==> src/i3c_tgt_macros.svh <==
// I3C target core constants
// Bus byte and address widths, plus the reserved broadcast byte 7E/W
`ifndef I3C_TGT_MACROS_SVH
`define I3C_TGT_MACROS_SVH

// One SDR byte on the bus
`define I3C_DATA_W 8

// Static and dynamic target addresses
`define I3C_ADDR_W 7

// Broadcast address 7E with the write bit
`define I3C_RSVD_BYTE 8'hFC

`endif
==> src/i3c_tgt_pkg.sv <==
// I3C target core types
// Byte and address types and the primary FSM state encoding
`include "i3c_tgt_macros.svh"

package i3c_tgt_pkg;

  typedef logic [`I3C_DATA_W-1:0] byte_t;
  typedef logic [`I3C_ADDR_W-1:0] addr_t;

  // Primary transaction states
  typedef enum logic [3:0] {
    Idle,
    RxFByte,
    CheckFByte,
    TxAckFByte,
    RxSByte,
    RxSByteRepeated,
    CheckSByte,
    TxAckSByte,
    RxPWriteData,
    RxPWriteTbit,
    TxPReadData,
    TxPReadTbit,
    Wait,
    DoCCC,
    DoneCCC
  } tgt_state_e;

endpackage

==> src/i3c_tgt_xfer_if.sv <==
// I3C target transfer interface
// Shares the FSM state and the bus monitor events with the datapath blocks
`timescale 1ns/10ps

interface i3c_tgt_xfer_if;
  import i3c_tgt_pkg::*;

  // Current and next primary state
  tgt_state_e state_q;
  tgt_state_e state_d;

  // Bus monitor events, start already merged with repeated start
  logic  start_det;
  logic  stop_det;
  logic  rx_done;
  byte_t rx_data;
  logic  tx_done;

  // State owner
  modport fsm (
    output state_q, state_d,
    input  start_det, stop_det, rx_done, rx_data, tx_done
  );

  // Datapath observers
  modport path (
    input state_q, state_d, start_det, stop_det, rx_done, rx_data, tx_done
  );

endinterface

==> src/i3c_tgt_top.sv <==
// I3C target control core
// Connects the primary FSM, the address decoder and the RX and TX datapaths
// between the bus monitor and the data FIFOs
`timescale 1ns/10ps
`include "i3c_tgt_macros.svh"

module i3c_tgt_top (
  input  logic               clk_i,
  input  logic               rst_ni,
  input  logic               target_enable_i,
  // Bus monitor
  input  logic               bus_start_det_i,
  input  logic               bus_stop_det_i,
  input  logic               bus_rx_done_i,
  input  i3c_tgt_pkg::byte_t bus_rx_data_i,
  input  logic               bus_tx_done_i,
  output logic               bus_rx_req_byte_o,
  output logic               bus_rx_req_bit_o,
  output logic               bus_tx_req_byte_o,
  output logic               bus_tx_req_bit_o,
  output i3c_tgt_pkg::byte_t bus_tx_value_o,
  // TX FIFO, private read
  input  logic               tx_fifo_rvalid_i,
  input  i3c_tgt_pkg::byte_t tx_fifo_rdata_i,
  input  logic               tx_last_byte_i,
  output logic               tx_fifo_rready_o,
  // RX FIFO, private write
  input  logic               rx_fifo_wready_i,
  output logic               rx_fifo_wvalid_o,
  output i3c_tgt_pkg::byte_t rx_fifo_wdata_o,
  output logic               rx_last_byte_o,
  // Address configuration
  input  i3c_tgt_pkg::addr_t target_sta_addr_i,
  input  logic               target_sta_addr_valid_i,
  input  i3c_tgt_pkg::addr_t target_dyn_addr_i,
  input  logic               target_dyn_addr_valid_i,
  // CCC handler
  output i3c_tgt_pkg::byte_t ccc_o,
  output logic               ccc_valid_o,
  input  logic               ccc_done_i,
  // Status and errors
  output logic               target_idle_o,
  output logic               parity_err_o,
  output logic               rx_overflow_err_o,
  output logic               event_target_nack_o
);

  logic addr_match, rsvd_match, rnw, tx_end;

  i3c_tgt_xfer_if xfer ();

  // Start covers repeated start as well
  assign xfer.start_det = bus_start_det_i;
  assign xfer.stop_det  = bus_stop_det_i;
  assign xfer.rx_done   = bus_rx_done_i;
  assign xfer.rx_data   = bus_rx_data_i;
  assign xfer.tx_done   = bus_tx_done_i;

  i3c_tgt_fsm i_fsm (
    .clk_i, .rst_ni, .xfer(xfer.fsm), .target_enable_i,
    .addr_match_i(addr_match), .rsvd_match_i(rsvd_match), .rnw_i(rnw),
    .tx_end_i(tx_end), .tx_fifo_rvalid_i, .ccc_done_i,
    .bus_rx_req_byte_o, .bus_rx_req_bit_o, .bus_tx_req_byte_o, .bus_tx_req_bit_o,
    .ccc_o, .ccc_valid_o, .target_idle_o, .event_target_nack_o
  );

  i3c_tgt_addr_decode i_addr_decode (
    .clk_i, .rst_ni, .xfer(xfer.path),
    .target_sta_addr_i, .target_sta_addr_valid_i,
    .target_dyn_addr_i, .target_dyn_addr_valid_i,
    .addr_match_o(addr_match), .rsvd_match_o(rsvd_match), .rnw_o(rnw)
  );

  i3c_tgt_rx_path i_rx_path (
    .clk_i, .rst_ni, .xfer(xfer.path), .rx_fifo_wready_i,
    .rx_fifo_wvalid_o, .rx_fifo_wdata_o, .rx_last_byte_o, .parity_err_o,
    .rx_overflow_err_o
  );

  i3c_tgt_tx_path i_tx_path (
    .clk_i, .rst_ni, .xfer(xfer.path), .tx_fifo_rdata_i, .tx_last_byte_i,
    .tx_fifo_rready_o, .bus_tx_value_o, .tx_end_o(tx_end)
  );

endmodule

==> src/i3c_tgt_tx_path.sv <==
// I3C target transmit datapath
// Pops the TX FIFO on entry to a read byte and selects the bus TX value
`timescale 1ns/10ps
`include "i3c_tgt_macros.svh"

module i3c_tgt_tx_path (
  input  logic               clk_i,
  input  logic               rst_ni,
  i3c_tgt_xfer_if.path       xfer,
  input  i3c_tgt_pkg::byte_t tx_fifo_rdata_i,
  input  logic               tx_last_byte_i,
  output logic               tx_fifo_rready_o,
  output i3c_tgt_pkg::byte_t bus_tx_value_o,
  output logic               tx_end_o
);
  import i3c_tgt_pkg::*;

  byte_t data_q;
  logic  end_q;

  // Pop once per read byte
  assign tx_fifo_rready_o = (xfer.state_d == TxPReadData) && (xfer.state_q != TxPReadData);

  always_ff @(posedge clk_i) begin
    if (tx_fifo_rready_o) data_q <= tx_fifo_rdata_i;
  end

  // Last flag sampled together with its byte
  always_ff @(posedge clk_i or negedge rst_ni) begin
    if (!rst_ni) end_q <= 1'b0;
    else if (tx_fifo_rready_o) end_q <= tx_last_byte_i;
  end

  assign tx_end_o = end_q;

  // ACK states send zero, T-bit says whether more data follows
  always_comb begin
    case (xfer.state_q)
      TxPReadData: bus_tx_value_o = data_q;
      TxPReadTbit: bus_tx_value_o = {{(`I3C_DATA_W-1){1'b0}}, ~end_q};
      default:     bus_tx_value_o = '0;
    endcase
  end

endmodule

==> src/i3c_tgt_rx_path.sv <==
// I3C target receive datapath
// Holds the write data byte, checks the T-bit parity, tracks RX FIFO
// overflow and generates the RX FIFO write strobes
`timescale 1ns/10ps
`include "i3c_tgt_macros.svh"

module i3c_tgt_rx_path (
  input  logic               clk_i,
  input  logic               rst_ni,
  i3c_tgt_xfer_if.path       xfer,
  input  logic               rx_fifo_wready_i,
  output logic               rx_fifo_wvalid_o,
  output i3c_tgt_pkg::byte_t rx_fifo_wdata_o,
  output logic               rx_last_byte_o,
  output logic               parity_err_o,
  output logic               rx_overflow_err_o
);
  import i3c_tgt_pkg::*;

  byte_t data_q;
  logic  tbit_done;
  logic  tbit_fail;
  logic  parity_q;
  logic  wr_enter;
  logic  drop_q;
  logic  ovf_pulse_q;

  // Data byte of a private write
  always_ff @(posedge clk_i) begin
    if (xfer.state_q == RxPWriteData && xfer.rx_done) data_q <= xfer.rx_data;
  end

  // Odd parity, T-bit is the inverted XOR of the data bits
  assign tbit_done = (xfer.state_q == RxPWriteTbit) && xfer.rx_done && !xfer.start_det;
  assign tbit_fail = xfer.rx_data[0] != ~(^data_q);

  assign parity_err_o = tbit_done && tbit_fail;

  // Sticky until idle, blocks the failing byte and the rest
  always_ff @(posedge clk_i or negedge rst_ni) begin
    if (!rst_ni) parity_q <= 1'b0;
    else if (parity_err_o) parity_q <= 1'b1;
    else if (xfer.state_q == Idle) parity_q <= 1'b0;
  end

  assign wr_enter = (xfer.state_d == RxPWriteData) && (xfer.state_q != RxPWriteData);

  // Per-byte drop flag and overflow pulse
  always_ff @(posedge clk_i or negedge rst_ni) begin
    if (!rst_ni) begin
      drop_q      <= 1'b0;
      ovf_pulse_q <= 1'b0;
    end else begin
      ovf_pulse_q <= wr_enter && !rx_fifo_wready_i;
      if (wr_enter) drop_q <= !rx_fifo_wready_i;
      else if (xfer.state_q == Idle) drop_q <= 1'b0;
    end
  end

  assign rx_overflow_err_o = ovf_pulse_q;

  assign rx_fifo_wvalid_o = tbit_done && !tbit_fail && !parity_q && !drop_q;
  assign rx_fifo_wdata_o  = data_q;

  // Write loop ended by start or stop
  assign rx_last_byte_o = (xfer.state_q == RxPWriteData) &&
                          (xfer.state_d inside {RxFByte, Idle});

endmodule

==> src/i3c_tgt_fsm.sv <==
// I3C target primary FSM
// Walks the address, private transfer and CCC phases, raises the bus
// requests per state, latches the CCC code and flags NACKed transactions
`timescale 1ns/10ps
`include "i3c_tgt_macros.svh"

module i3c_tgt_fsm (
  input  logic               clk_i,
  input  logic               rst_ni,
  i3c_tgt_xfer_if.fsm        xfer,
  input  logic               target_enable_i,
  input  logic               addr_match_i,
  input  logic               rsvd_match_i,
  input  logic               rnw_i,
  input  logic               tx_end_i,
  input  logic               tx_fifo_rvalid_i,
  input  logic               ccc_done_i,
  output logic               bus_rx_req_byte_o,
  output logic               bus_rx_req_bit_o,
  output logic               bus_tx_req_byte_o,
  output logic               bus_tx_req_bit_o,
  output i3c_tgt_pkg::byte_t ccc_o,
  output logic               ccc_valid_o,
  output logic               target_idle_o,
  output logic               event_target_nack_o
);
  import i3c_tgt_pkg::*;

  tgt_state_e state_q, state_d;
  tgt_state_e ack_next;
  byte_t      ccc_q;
  logic       in_wait_q;

  // Shared exit of both ACK states
  // A read with an empty TX FIFO is not started
  always_comb begin
    if (!rnw_i) begin
      ack_next = RxPWriteData;
    end else if (tx_fifo_rvalid_i) begin
      ack_next = TxPReadData;
    end else begin
      ack_next = Wait;
    end
  end

  // Next state
  always_comb begin
    state_d = state_q;
    case (state_q)
      Idle: begin
        if (target_enable_i && xfer.start_det) state_d = RxFByte;
      end
      RxFByte: begin
        if (xfer.rx_done) state_d = CheckFByte;
      end
      // One decision cycle on the captured first byte
      CheckFByte: begin
        state_d = (rsvd_match_i || addr_match_i) ? TxAckFByte : Wait;
      end
      TxAckFByte: begin
        if (xfer.tx_done) state_d = rsvd_match_i ? RxSByte : ack_next;
      end
      // After 7E/W either a CCC code or a repeated start
      RxSByte: begin
        if (xfer.start_det) state_d = RxSByteRepeated;
        else if (xfer.rx_done) state_d = DoCCC;
      end
      RxSByteRepeated: begin
        if (xfer.rx_done) state_d = CheckSByte;
      end
      CheckSByte: begin
        state_d = addr_match_i ? TxAckSByte : Wait;
      end
      TxAckSByte: begin
        if (xfer.tx_done) state_d = ack_next;
      end
      RxPWriteData: begin
        if (xfer.start_det) state_d = RxFByte;
        else if (xfer.stop_det) state_d = Idle;
        else if (xfer.rx_done) state_d = RxPWriteTbit;
      end
      RxPWriteTbit: begin
        if (xfer.start_det) state_d = RxFByte;
        else if (xfer.stop_det) state_d = Idle;
        else if (xfer.rx_done) state_d = RxPWriteData;
      end
      TxPReadData: begin
        if (xfer.start_det) state_d = RxFByte;
        else if (xfer.stop_det) state_d = Idle;
        else if (xfer.tx_done) state_d = TxPReadTbit;
      end
      // Stop sending after the last byte or on an empty FIFO
      TxPReadTbit: begin
        if (xfer.start_det) state_d = RxFByte;
        else if (xfer.stop_det) state_d = Idle;
        else if (xfer.tx_done) begin
          state_d = (!tx_end_i && tx_fifo_rvalid_i) ? TxPReadData : Wait;
        end
      end
      // Not addressed, wait for the transaction to end
      Wait: begin
        if (xfer.start_det) state_d = RxFByte;
        else if (xfer.stop_det) state_d = Idle;
      end
      DoCCC: begin
        if (ccc_done_i) state_d = DoneCCC;
      end
      DoneCCC: state_d = Idle;
      default: state_d = Idle;
    endcase
  end

  always_ff @(posedge clk_i or negedge rst_ni) begin
    if (!rst_ni) begin
      state_q   <= Idle;
      in_wait_q <= 1'b0;
    end else begin
      state_q   <= state_d;
      in_wait_q <= (state_q == Wait);
    end
  end

  // CCC code is the byte right after the broadcast byte
  always_ff @(posedge clk_i or negedge rst_ni) begin
    if (!rst_ni) begin
      ccc_q <= '0;
    end else if (state_q == RxSByte && xfer.rx_done && !xfer.start_det) begin
      ccc_q <= xfer.rx_data;
    end
  end

  // Byte requests drop as soon as a start is seen
  assign bus_rx_req_byte_o = !xfer.start_det &&
                             (state_q inside {RxFByte, RxSByte, RxSByteRepeated, RxPWriteData});
  assign bus_rx_req_bit_o  = !xfer.start_det && (state_q == RxPWriteTbit);
  assign bus_tx_req_byte_o = (state_q == TxPReadData);
  assign bus_tx_req_bit_o  = (state_q inside {TxAckFByte, TxAckSByte, TxPReadTbit});

  assign ccc_o       = ccc_q;
  assign ccc_valid_o = (state_q == DoCCC);

  assign target_idle_o = (state_q == Idle);

  // One pulse in the first Wait cycle
  assign event_target_nack_o = (state_q == Wait) && !in_wait_q;

  assign xfer.state_q = state_q;
  assign xfer.state_d = state_d;

endmodule

==> src/i3c_tgt_addr_decode.sv <==
// I3C target address decoder
// Snapshots the address configuration while idle, captures the address byte
// and matches it against the selected address and the broadcast byte
`timescale 1ns/10ps
`include "i3c_tgt_macros.svh"

module i3c_tgt_addr_decode (
  input  logic               clk_i,
  input  logic               rst_ni,
  i3c_tgt_xfer_if.path       xfer,
  input  i3c_tgt_pkg::addr_t target_sta_addr_i,
  input  logic               target_sta_addr_valid_i,
  input  i3c_tgt_pkg::addr_t target_dyn_addr_i,
  input  logic               target_dyn_addr_valid_i,
  output logic               addr_match_o,
  output logic               rsvd_match_o,
  output logic               rnw_o
);
  import i3c_tgt_pkg::*;

  addr_t sel_addr_q;
  logic  sel_valid_q;
  addr_t addr_q;
  logic  rnw_q;
  logic  addr_capture;

  // Configuration snapshot, dynamic address has precedence over static
  always_ff @(posedge clk_i or negedge rst_ni) begin
    if (!rst_ni) begin
      sel_addr_q  <= '0;
      sel_valid_q <= 1'b0;
    end else if (xfer.state_q == Idle) begin
      sel_addr_q  <= target_dyn_addr_valid_i ? target_dyn_addr_i : target_sta_addr_i;
      sel_valid_q <= target_dyn_addr_valid_i | target_sta_addr_valid_i;
    end
  end

  // Bytes that may carry an address
  assign addr_capture = xfer.rx_done &
                        (xfer.state_q inside {RxFByte, RxSByte, RxSByteRepeated});

  always_ff @(posedge clk_i or negedge rst_ni) begin
    if (!rst_ni) begin
      addr_q <= '0;
      rnw_q  <= 1'b0;
    end else if (addr_capture) begin
      addr_q <= xfer.rx_data[`I3C_DATA_W-1:1];
      rnw_q  <= xfer.rx_data[0];
    end else if (xfer.state_q == Idle) begin
      addr_q <= '0;
      rnw_q  <= 1'b0;
    end
  end

  // No valid address means no private match at all
  assign addr_match_o = sel_valid_q & (addr_q == sel_addr_q);
  assign rsvd_match_o = ({addr_q, rnw_q} == `I3C_RSVD_BYTE);
  assign rnw_o        = rnw_q;

endmodule

==> config.mk <==
export PLATFORM = sky130hd
export DESIGN_NAME = i3c_tgt_top
export DESIGN_NICKNAME = d
export VERILOG_FILES = /design/src/i3c_tgt_pkg.sv /design/src/i3c_tgt_xfer_if.sv /design/src/i3c_tgt_top.sv /design/src/i3c_tgt_tx_path.sv /design/src/i3c_tgt_rx_path.sv /design/src/i3c_tgt_fsm.sv /design/src/i3c_tgt_addr_decode.sv
export VERILOG_INCLUDE_DIRS = /design/src
export SDC_FILE = /design/constraint.sdc
export NUM_CORES = 1
export LEC_CHECK = 0
export BUFFER_PORTS_ARGS = -buffer_cell sky130_fd_sc_hd__clkbuf_2
export CAP_MARGIN = 20
export CORE_MARGIN = 1.5
export CORE_UTILIZATION = 53
export CTS_BUF_LIST = sky130_fd_sc_hd__clkbuf_8
export DETAILED_ROUTE_END_ITERATION = 6
export GPL_TIMING_DRIVEN = 0
export HOLD_SLACK_MARGIN = 0.15
export PLACE_DENSITY = 0.82
export SYNTH_ARGS = -nofsm -noshare
export SYNTH_HDL_FRONTEND = slang
export SYNTH_HIERARCHICAL = 1
export SYNTH_SLANG_ARGS = --single-unit
==> constraint.sdc <==
create_clock -name clk_i -period 3.75 [get_ports clk_i]
set_input_delay 0.5625 -clock clk_i [delete_from_list [all_inputs] [get_ports clk_i]]
set_output_delay 0.5625 -clock clk_i [all_outputs]
set_load 0.005 [all_outputs]
==> results of run 1 <==
[worst register-to-register path: cells and delay by family, from the launching register on]
family,cells,cell delay [ns]
buffers and inverters,2,0.53
muxes,1,0.28
AOI/OAI and AO/OA,3,0.39
and+or+nand+nor,3,1.04
DFF,1,0.58
[cell usage after synthesis (4+ instances only)]
library cell and number:
mux2i_1 8, a22o_1 8, o22ai_1 4, mux2_2 10, inv_1 4, dfrtp_1 33, nand2_1 11, nand2b_1 9
nor3b_1 4, nor2_1 23, a21oi_1 12, nor3_1 6, a31oi_1 4, xnor2_1 10, and2_1 7, o21ai_0 7
edfxtp_1 16, nand3_1 6, nand4_1 4, clkbuf_1 4
[how the worst max path moves through the flow]
stage / startpoint / endpoint / slack (ns)
floorplan: i_fsm/xfer.state_q[1]$_DFF_PN0_ / i_rx_path/drop_q$_DFFE_PN0P_ / 1.14
global placement: i_fsm/xfer.state_q[0]$_DFF_PN0_ / tx_fifo_rready_o / 0.61
global route: i_fsm/xfer.state_q[3]$_DFF_PN0_ / tx_fifo_rready_o / 0.04
finish: i_fsm/xfer.state_q[3]$_DFF_PN0_ / tx_fifo_rready_o / 0.27
detailed placement: i_fsm/xfer.state_q[3]$_DFF_PN0_ / tx_fifo_rready_o / 0.53
CTS: i_fsm/xfer.state_q[3]$_DFF_PN0_ / tx_fifo_rready_o / 0.17
[power groups by stage]
stage	clock network (mW)	registers (mW)	logic (mW)
6_report	0.303	0.895	0.879
5_1_grt	0.332	0.917	0.971
3_5_place_dp	0	0.904	0.876
4_1_cts	0.307	0.895	0.877
3_3_place_gp	0	0.894	0.852
2_1_floorplan	0	0.863	0.640
[final cells by class]
class                      count  area share, %
buffer                        11           1.93
clock buffer                   5           2.17
clock inverter                 3          0.592
inverter                       4          0.473
multi-input combinational    168           38.6
sequential                    49           41.2
tap                           67           2.64
timing repair buffer          78           12.4
[timing repair]
action,4_1_cts,5_1_grt
hold endpoints to repair,0,0
buffers inserted,0,0
endpoints found under the setup margin,0,1
resized for setup,0,1
[per-stage QoR]
stage / cell area [µm²] / hold WS, ns / cells
3_3_place_gp: 3070 / 0.492 / 376
2_1_floorplan: 2600 / 0.267 / 232
5_1_grt: 3170 / 0.404 / 385
4_1_cts: 3160 / 0.363 / 384
6_report: 3170 / 0.334 / 385
3_5_place_dp: 3070 / 0.499 / 376
[cell families after synthesis]
logic type / count (synthesis)
compound gates: 45
xor+xnor: 15
buf+inv: 15
mux: 19
simple gates: 89
flops: 49
[sequential cells by signal, indices dropped and copies added, names as in the netlist]
name / cells
i_addr_decode/rnw_o: 1
i_addr_decode/addr_q: 7
i_tx_path/data_q: 8
i_rx_path/drop_q: 1
i_fsm/ccc_o: 8
i_addr_decode/sel_addr_q: 7
i_rx_path/parity_q: 1
i_fsm/in_wait_q: 1
i_rx_path/rx_overflow_err_o: 1
i_fsm/xfer.state_q: 4
i_tx_path/tx_end_o: 1
i_addr_decode/sel_valid_q: 1
i_rx_path/rx_fifo_wdata_o: 8
[routing by layer]
layer / routed length, µm / track usage, % / share of wire, %
met1: 2550 / 30.7 / 45
met2: 2750 / 36.8 / 48
met3: 294 / 5.66 / 5.2
met4: 97 / 8.81 / 1.7
met5: 0 / 0 / 0
==> results_dict.tcl, run 1 <==
set metrics [dict create \
    rsz0062_at_grt "false" \
    cts_hold_buf 0 \
    synth_seq_area_share_pct 50.2 \
    nFillCells 359 \
    peakVddDrop_v 0.000453 \
    layout_commonest_cell "clkbuf_2" \
    core_area_mm2 0.00472 \
    synth.area.top_cells "dfrtp_1 32%, edfxtp_1 18%, mux2_2 4.3%, xnor2_1 3.4%, nor2_1 3.3%" \
    place.port_buffers 77 \
    p_leak_nw 1.41 \
    relSlewSlack_pct 46.2 \
    multi_input_area_mm2 0.00122 \
    pwr-share-seq_pct 43.1 \
    diodes 0 \
    synth_edf_count 16 \
    synth_cells 232 \
    final_net_count 360 \
    synth-compound-area-share_pct 11.6 \
    required_ns 3.19 \
    die_area_mm2 0.00534 \
    antenna_found_initial 0 \
    synth-xor-area-share_pct 6.15 \
    async_flop_share_pct 67.3 \
    cp_slowest_cell "dfrtp_1" \
    gr-total-overflow 0 \
    synthAdderAreaFrac_pct 0 \
    max_stage_delay_ns 0.64 \
    finalPower_mw 2.08 \
    rows 25 \
    drtPass1Iterations 5 \
    swShare_pct 38.3 \
    fin_util_pct 67.2 \
    grt_max_degree 34 \
    hold_violations 0 \
    numCtsBuffers 5 \
    p_sw_mw 0.796 \
    vias_per_cell 5.46 \
    critPathLaunchType "register" \
    regToRegSetupSlack_ns 0.83 \
    clockBufferDepth 2 \
    timing.rr.end "i_rx_path/drop_q$_DFFE_PN0P_" \
    reg2reg_from "i_fsm/xfer.state_q[0]$_DFF_PN0_" \
    yosysTopAreaCellShare_pct 31.7 \
    worstRegToRegCells 9 \
    htree_levels 2 \
    clk_latency_ns 0.30 \
    max_cap_viol_count 0 \
    finalSetupViolCount 0 \
    dp_hpwl_mm 4.35 \
    start_util_pct 55.1 \
    pwr_density_cell_mw_per_mm2 655 \
    final_cell_mix "78 x clkbuf_2, 33 x dfrtp_1, 23 x nor2_1" \
    crit_cells 8 \
    tritoncts "yes" \
    yosysUniqueCellTypes 53 \
    critPathBufInv 3 \
    num_vias 2103 \
    gr-usage-all-layers_pct 23.1 \
    maxSlewViolCount 0 \
    cp_max_fo 12 \
    area_growth_pct 21.9 \
    yosys-mux-area-fraction_pct 7.98 \
    yosys_warnings 6 \
    end_kind "output pin" \
    cts_sinks 49 \
    syn-cell-area_mm2 0.00260 \
    drc_errors 0 \
    p_int_mw 1.28 \
    drt-total-wl_mm 5.70 \
    root_buffer "clkbuf_8" \
    synthFlopType "dfrtp_1" \
    worst_ep_arrival_time_ns 2.92 \
    final_layout_size_suffix_gt1_share_pct 36.2 \
    hold_path.class "input pin to asynchronous set/reset pin" \
    post-route-period-util_pct 92.9 \
    dr.first_iter.drc_count 218 \
    skew_ns 0.00701 \
    dieWidth_um 73.1 \
    grt_pass1_vias 2087 \
    status "finished clean" \
    die_h_um 73.1 \
    routedWlPerCell_um 14.8 \
    gp_congestion 0.915 \
    worstMarginPinSlew_ns 0.807 \
    synth_area_per_cell_um2 11.2 \
    post-route-min-period_ns 3.48 \
    tns_ns 0 \
    timing.fmax_mhz 287 \
    syn-num-nets 275 \
    grt_pass1_wl_mm 9.49 \
    p_clk_share_pct 14.6 \
    yosys.area_share.simple_pct 21.2 \
    dp_slack_ns 0.528 \
    worstPathCellList "buf_2, buf_1, a2111oi_0, a22oi_1, o211ai_1, nand4bb_1, nor2_4, clkbuf_2" \
    path_delay_family "buffers and inverters" \
    regArea_mm2 0.00131 \
    ys_ff_latch 49 \
    clkSlewWorstSetupHoldPaths_ns 0.09 \
    fin_ws_ns 0.265 \
    ant_nets 0 \
    p_comb_share_pct 42.3 \
    setup.worst_path.class "register to output pin" \
    synth_top_area_cell "dfrtp_1" \
    io-pin-count 79 \
    synth_top_family_by_area "simple AND/OR/NAND/NOR gates" \
]
Power figures use the tool's default switching activity.
==> run 2: changes to the inputs <==
==> constraint.sdc (replaced) <==
create_clock -name clk_i -period 3.75 [get_ports clk_i]
set_input_delay 0.75 -clock clk_i [delete_from_list [all_inputs] [get_ports clk_i]]
set_output_delay 0.75 -clock clk_i [all_outputs]
set_load 0.005 [all_outputs]
==> run 2 against run 1 <==
  * Total power is 0.70% higher
  * Via count rose by 1.9%
  * Global-route usage is essentially flat
  * Non-clock buffer count is 7 higher
  * Final cell count grew 1.8%
  * Register-to-register slack better by 0.04 ns
  * Worst hold slack improved by 0.19 ns
  * Utilization increased by 1.2 points
  * Critical path type unchanged
==> results_dict.tcl, run 2 (synthesis gave the netlist of run 1 again) <==
set metrics [dict create \
    worstPathCellList "buf_2, nand2b_1, a21oi_1, o21ai_0, a21oi_1, or3_1, nand4bb_1, nor2_4, clkbuf_2" \
    dr.first_iter.drc_count 245 \
    post-route-period-util_pct 93.0 \
    cts_hold_buf 0 \
    final_cell_mix "80 x clkbuf_2, 31 x dfrtp_1, 23 x nor2_1" \
    start_util_pct 55.1 \
    num_vias 2143 \
    cts_sinks 49 \
    max_cap_viol_count 0 \
    max_stage_delay_ns 0.53 \
    final_layout_size_suffix_gt1_share_pct 38.8 \
    nFillCells 357 \
    status "finished clean" \
    maxSlewViolCount 0 \
    p_comb_share_pct 42.7 \
    drtPass1Iterations 6 \
    gr-total-overflow 0 \
    vias_per_cell 5.47 \
    dp_slack_ns 0.205 \
    clockBufferDepth 2 \
    swShare_pct 38.1 \
    critPathLaunchType "register" \
    hold_ws_ns 0.520 \
    pwr-share-seq_pct 42.8 \
    finalPower_mw 2.09 \
    core_area_mm2 0.00472 \
    p_int_mw 1.29 \
    numCtsBuffers 5 \
    final_net_count 367 \
    post-route-min-period_ns 3.49 \
    cp_max_fo 9 \
    worstMarginPinSlew_ns 0.817 \
    dp_cells 376 \
    routed-wl-met2_mm 2.86 \
    placed_area_mm2 0.00307 \
    hold_violations 0 \
    setup.worst_path.class "register to output pin" \
    die_area_mm2 0.00534 \
    rows 25 \
    worst_ep_arrival_time_ns 2.74 \
    topRoutingLayerUsed "met4" \
    place.port_buffers 77 \
    cpMostUsedCell "a21oi_1" \
    grt_pass1_vias 2093 \
    clkSlewWorstSetupHoldPaths_ns 0.09 \
    grt_pass1_wl_mm 9.50 \
    final_area_mm2 0.00323 \
    p_sw_mw 0.798 \
    die_h_um 73.1 \
    gp_congestion 0.915 \
    fin_ws_ns 0.262 \
    drc_errors 0 \
    pwr_density_cell_mw_per_mm2 648 \
    p_clk_share_pct 14.4 \
    io-pin-count 79 \
    ant_nets 0 \
    tritoncts "yes" \
    area_growth_pct 24.1 \
    tns_ns 0 \
    routedWlPerCell_um 14.7 \
    diodes 0 \
    end_kind "output pin" \
    cp_slowest_cell "dfrtp_1" \
    htree_levels 2 \
    finalSetupViolCount 0 \
    drt-total-wl_mm 5.77 \
    grt_max_degree 34 \
    skew_ns 0.00611 \
    hold_path.class "register to register" \
    dieWidth_um 73.1 \
    root_buffer "clkbuf_8" \
    rsz0062_at_grt "false" \
    fin_util_pct 68.4 \
    layout_commonest_cell "clkbuf_2" \
    required_ns 3.00 \
    timing.fmax_mhz 287 \
    gr-usage-all-layers_pct 23.2 \
    wl_met1_mm 2.49 \
    peakVddDrop_v 0.000453 \
    stdcell_count 392 \
    p_leak_nw 1.45 \
    antenna_found_initial 0 \
    dp_hpwl_mm 4.35 \
    clk_latency_ns 0.30 \
    wl_met3_um 345 \
    relSlewSlack_pct 45.5 \
]
==> run 2: changes by cell type in the layout (fill, tap and decap cells not counted) <==
cell,previous run,this run
buf_4,0,7
clkbuf_1,4,2
clkbuf_2,78,80
dfrtp_1,33,31
dfrtp_2,0,2
==> run 2: path summary, 6_finish.rpt <==
check                           slack, ns  depth (start not counted)                       startpoint                               to
min in group asynchronous            0.53                          1                           rst_ni     i_rx_path/drop_q$_DFFE_PN0P_
worst max register to register       0.87                          9  i_fsm/xfer.state_q[1]$_DFF_PN0_     i_rx_path/drop_q$_DFFE_PN0P_
worst max-delay path                 0.26                          9  i_fsm/xfer.state_q[1]$_DFF_PN0_                 tx_fifo_rready_o
worst min-delay path                 0.52                          1       i_fsm/ccc_o[6]$_DFFE_PN0P_       i_fsm/ccc_o[6]$_DFFE_PN0P_
max in group asynchronous            2.67                          1                           rst_ni  i_fsm/xfer.state_q[2]$_DFF_PN0_
worst min register to register       0.52                          1       i_fsm/ccc_o[6]$_DFFE_PN0P_       i_fsm/ccc_o[6]$_DFFE_PN0P_
==> run 2: metal layers <==
| metal | global-route usage [%] | up-vias |
|---|---|---|
| met5 | 0 | - |
| met4 | 8.81 | 0 |
| met3 | 5.66 | 6 |
| met2 | 36.9 | 88 |
| met1 | 30.7 | 1009 |
| li1 | - | 1040 |
==> run 2: area by class of cell <==
class                   count  area [µm²]  area share, %
plain buffers              11        63.8           1.98
multi-input cells         168        1220           37.9
flip-flops and latches     49        1310           40.5
inverters                   4        15.0          0.465
well taps                  67        83.8           2.60
repair buffers             85         445           13.8
clock inverters             3        18.8          0.581
clock buffers               5        68.8           2.13
==> run 2: critical path: cells and delay by family (launching register included) <==
kind,cells,cell delay [ns]
simple gates,4,1.23
compound gates,3,0.27
buf+inv,2,0.42
flops,1,0.53
==> run 2: power by group through the flow <==
| stage | clock network [mW] | logic (mW) | registers (mW) |
|---|---|---|---|
| floorplan | 0 | 0.640 | 0.863 |
| global placement | 0 | 0.852 | 0.894 |
| detailed placement | 0 | 0.876 | 0.904 |
| CTS | 0.307 | 0.878 | 0.895 |
| global route | 0.332 | 0.983 | 0.919 |
| finish | 0.302 | 0.894 | 0.896 |
==> run 2: timing repair <==
item                       4_1_cts  5_1_grt
setup buffers                    0        7
pin swaps                        0        2
gates resized for setup          1        6
hold endpoints to repair         0        0
setup endpoints to repair        1        1
==> run 3: changes to the inputs <==
--- a/config.mk
+++ b/config.mk
@@ -8,6 +8,7 @@
 export LEC_CHECK = 0
 export BUFFER_PORTS_ARGS = -buffer_cell sky130_fd_sc_hd__clkbuf_2
 export CAP_MARGIN = 20
+export CORE_ASPECT_RATIO = 1.75
 export CORE_MARGIN = 1.5
 export CORE_UTILIZATION = 53
 export CTS_BUF_LIST = sky130_fd_sc_hd__clkbuf_8
==> run 3 against run 2 <==
  * Clock power hardly changed
  * Global-route usage about the same
  * Non-clock buffer count decreased by 7
  * Critical endpoint unchanged
==> results_dict.tcl, run 3 (synthesis gave the netlist of run 1 again) <==
set metrics [dict create \
    worst_ep_arrival_time_ns 2.79 \
    drc_errors 0 \
    grt_max_degree 34 \
    p_sw_mw 0.799 \
    critPathLaunchType "register" \
    p_comb_share_pct 42.4 \
    worstMarginPinSlew_ns 0.837 \
    die_h_um 95.7 \
    skew_ns 0.0110 \
    cp_slowest_cell "dfrtp_1" \
    clk_latency_ns 0.30 \
    required_ns 3.00 \
    hold_violations 0 \
    dp_hpwl_mm 4.67 \
    drtPass1Iterations 4 \
    hold_path.class "register to register" \
    rows 33 \
    path_delay_family "simple AND/OR/NAND/NOR gates" \
    routedWlPerCell_um 16.1 \
    dieWidth_um 56.0 \
    cts_sinks 49 \
    post-route-min-period_ns 3.54 \
    relSlewSlack_pct 44.2 \
    gr-usage-all-layers_pct 23.2 \
    vias_per_cell 5.80 \
    p_leak_nw 1.41 \
    place.port_buffers 77 \
    max_stage_delay_ns 0.50 \
    grt_pass1_wl_mm 9.73 \
    fin_util_pct 67.1 \
    tns_ns 0 \
    crit_cells 8 \
    status "finished clean" \
    pwr_density_cell_mw_per_mm2 661 \
    grt_pass1_vias 2105 \
    drt-total-wl_mm 5.94 \
    io-pin-count 79 \
    layout_commonest_cell "clkbuf_2" \
    worstRegToRegCells 9 \
    dr.first_iter.drc_count 72 \
    pwr-share-seq_pct 43.1 \
    ant_nets 0 \
    die_area_mm2 0.00536 \
    rsz0062_at_grt "false" \
    finalSetupViolCount 0 \
    final_cell_mix "79 x clkbuf_2, 30 x dfrtp_1, 23 x nor2_1" \
    start_util_pct 55.3 \
    p_int_mw 1.29 \
    numCtsBuffers 5 \
    worstPathCellList "buf_2, or3_4, nor3_4, a21oi_1, nand3_1, nand4bb_1, nor2_4, clkbuf_2" \
    root_buffer "clkbuf_8" \
    timing.fmax_mhz 282 \
    setup.worst_path.class "register to output pin" \
    critPathBufInv 2 \
    gp_congestion 0.895 \
    core_area_mm2 0.00471 \
    swShare_pct 38.3 \
    diodes 0 \
    num_vias 2147 \
    peakVddDrop_v 0.000559 \
    antenna_found_initial 0 \
    regToRegSetupSlack_ns 0.85 \
    final_net_count 360 \
    area_growth_pct 21.3 \
    gr-total-overflow 0 \
    whs_path_depth 1 \
    end_kind "output pin" \
    post-route-period-util_pct 94.4 \
    tritoncts "yes" \
    clockBufferDepth 2 \
    maxSlewViolCount 0 \
    cp_max_fo 10 \
    final_layout_size_suffix_gt1_share_pct 37.4 \
    clkSlewWorstSetupHoldPaths_ns 0.09 \
    max_cap_viol_count 0 \
    htree_levels 2 \
    p_clk_share_pct 14.6 \
]
run 3: worst reg2reg max path, delay by kind of cell (launching register included):
kind,cells,cell delay (ns)
compound gates,4,0.46
mux,1,0.28
flops,1,0.53
simple gates,3,1.27
buf+inv,1,0.26
run 3: final timing paths:
kind | from | end
max | i_fsm/xfer.state_q[1]$_DFF_PN0_ | tx_fifo_rready_o
min | i_fsm/ccc_o[3]$_DFFE_PN0P_ | i_fsm/ccc_o[3]$_DFFE_PN0P_
max reg2reg | i_fsm/xfer.state_q[1]$_DFF_PN0_ | i_rx_path/drop_q$_DFFE_PN0P_
min reg2reg | i_fsm/ccc_o[3]$_DFFE_PN0P_ | i_fsm/ccc_o[3]$_DFFE_PN0P_
max in group asynchronous | rst_ni | i_fsm/xfer.state_q[2]$_DFF_PN0_
min in group asynchronous | rst_ni | i_addr_decode/sel_addr_q[5]$_DFFE_PN0N_
run 3: what timing repair did:
item,CTS,global route
gates resized for setup,1,3
pin swaps,0,0
endpoints found under the hold margin,0,0
gates cloned,0,0
endpoints found under the setup margin,1,1
setup buffers,0,0
hold buffers,0,0
run 3: metrics by stage:
stage	cells	hold WS, ns	cell area (µm²)	power [mW]	setup WS [ns]
2_1_floorplan	232	0.454	2600	1.50	0.842
3_3_place_gp	361	0.493	3050	1.76	0.235
3_5_place_dp	361	0.495	3050	1.79	0.202
4_1_cts	369	0.516	3150	2.10	0.114
5_1_grt	370	0.529	3160	2.23	0.0105
6_report	370	0.513	3160	2.09	0.210
run 3: layout make-up:
type	count	area, µm²
tap	52	65.1
fill	374	1550
buffer	11	61.3
inverter	4	15.0
timing repair buffer	78	390
multi-input combinational	168	1220
clock inverter	3	21.3
clock buffer	5	68.8
sequential	49	1310
run 3: power groups by stage:
| stage | clock network, mW | logic (mW) | registers (mW) |
|---|---|---|---|
| 6_report | 0.304 | 0.884 | 0.898 |
| 2_1_floorplan | 0 | 0.640 | 0.863 |
| 5_1_grt | 0.335 | 0.975 | 0.918 |
| 4_1_cts | 0.316 | 0.890 | 0.895 |
| 3_3_place_gp | 0 | 0.866 | 0.898 |
| 3_5_place_dp | 0 | 0.885 | 0.906 |
run 3: per-layer routing:
layer	share of wire (%)	track usage, %	vias to the layer above	wire length [µm]
li1	-	-	1020	-
met1	35	26.3	1036	2110
met2	56	42.9	73	3350
met3	4.8	3.49	18	283
met4	3.5	9.72	0	208
met5	0	0	-	0
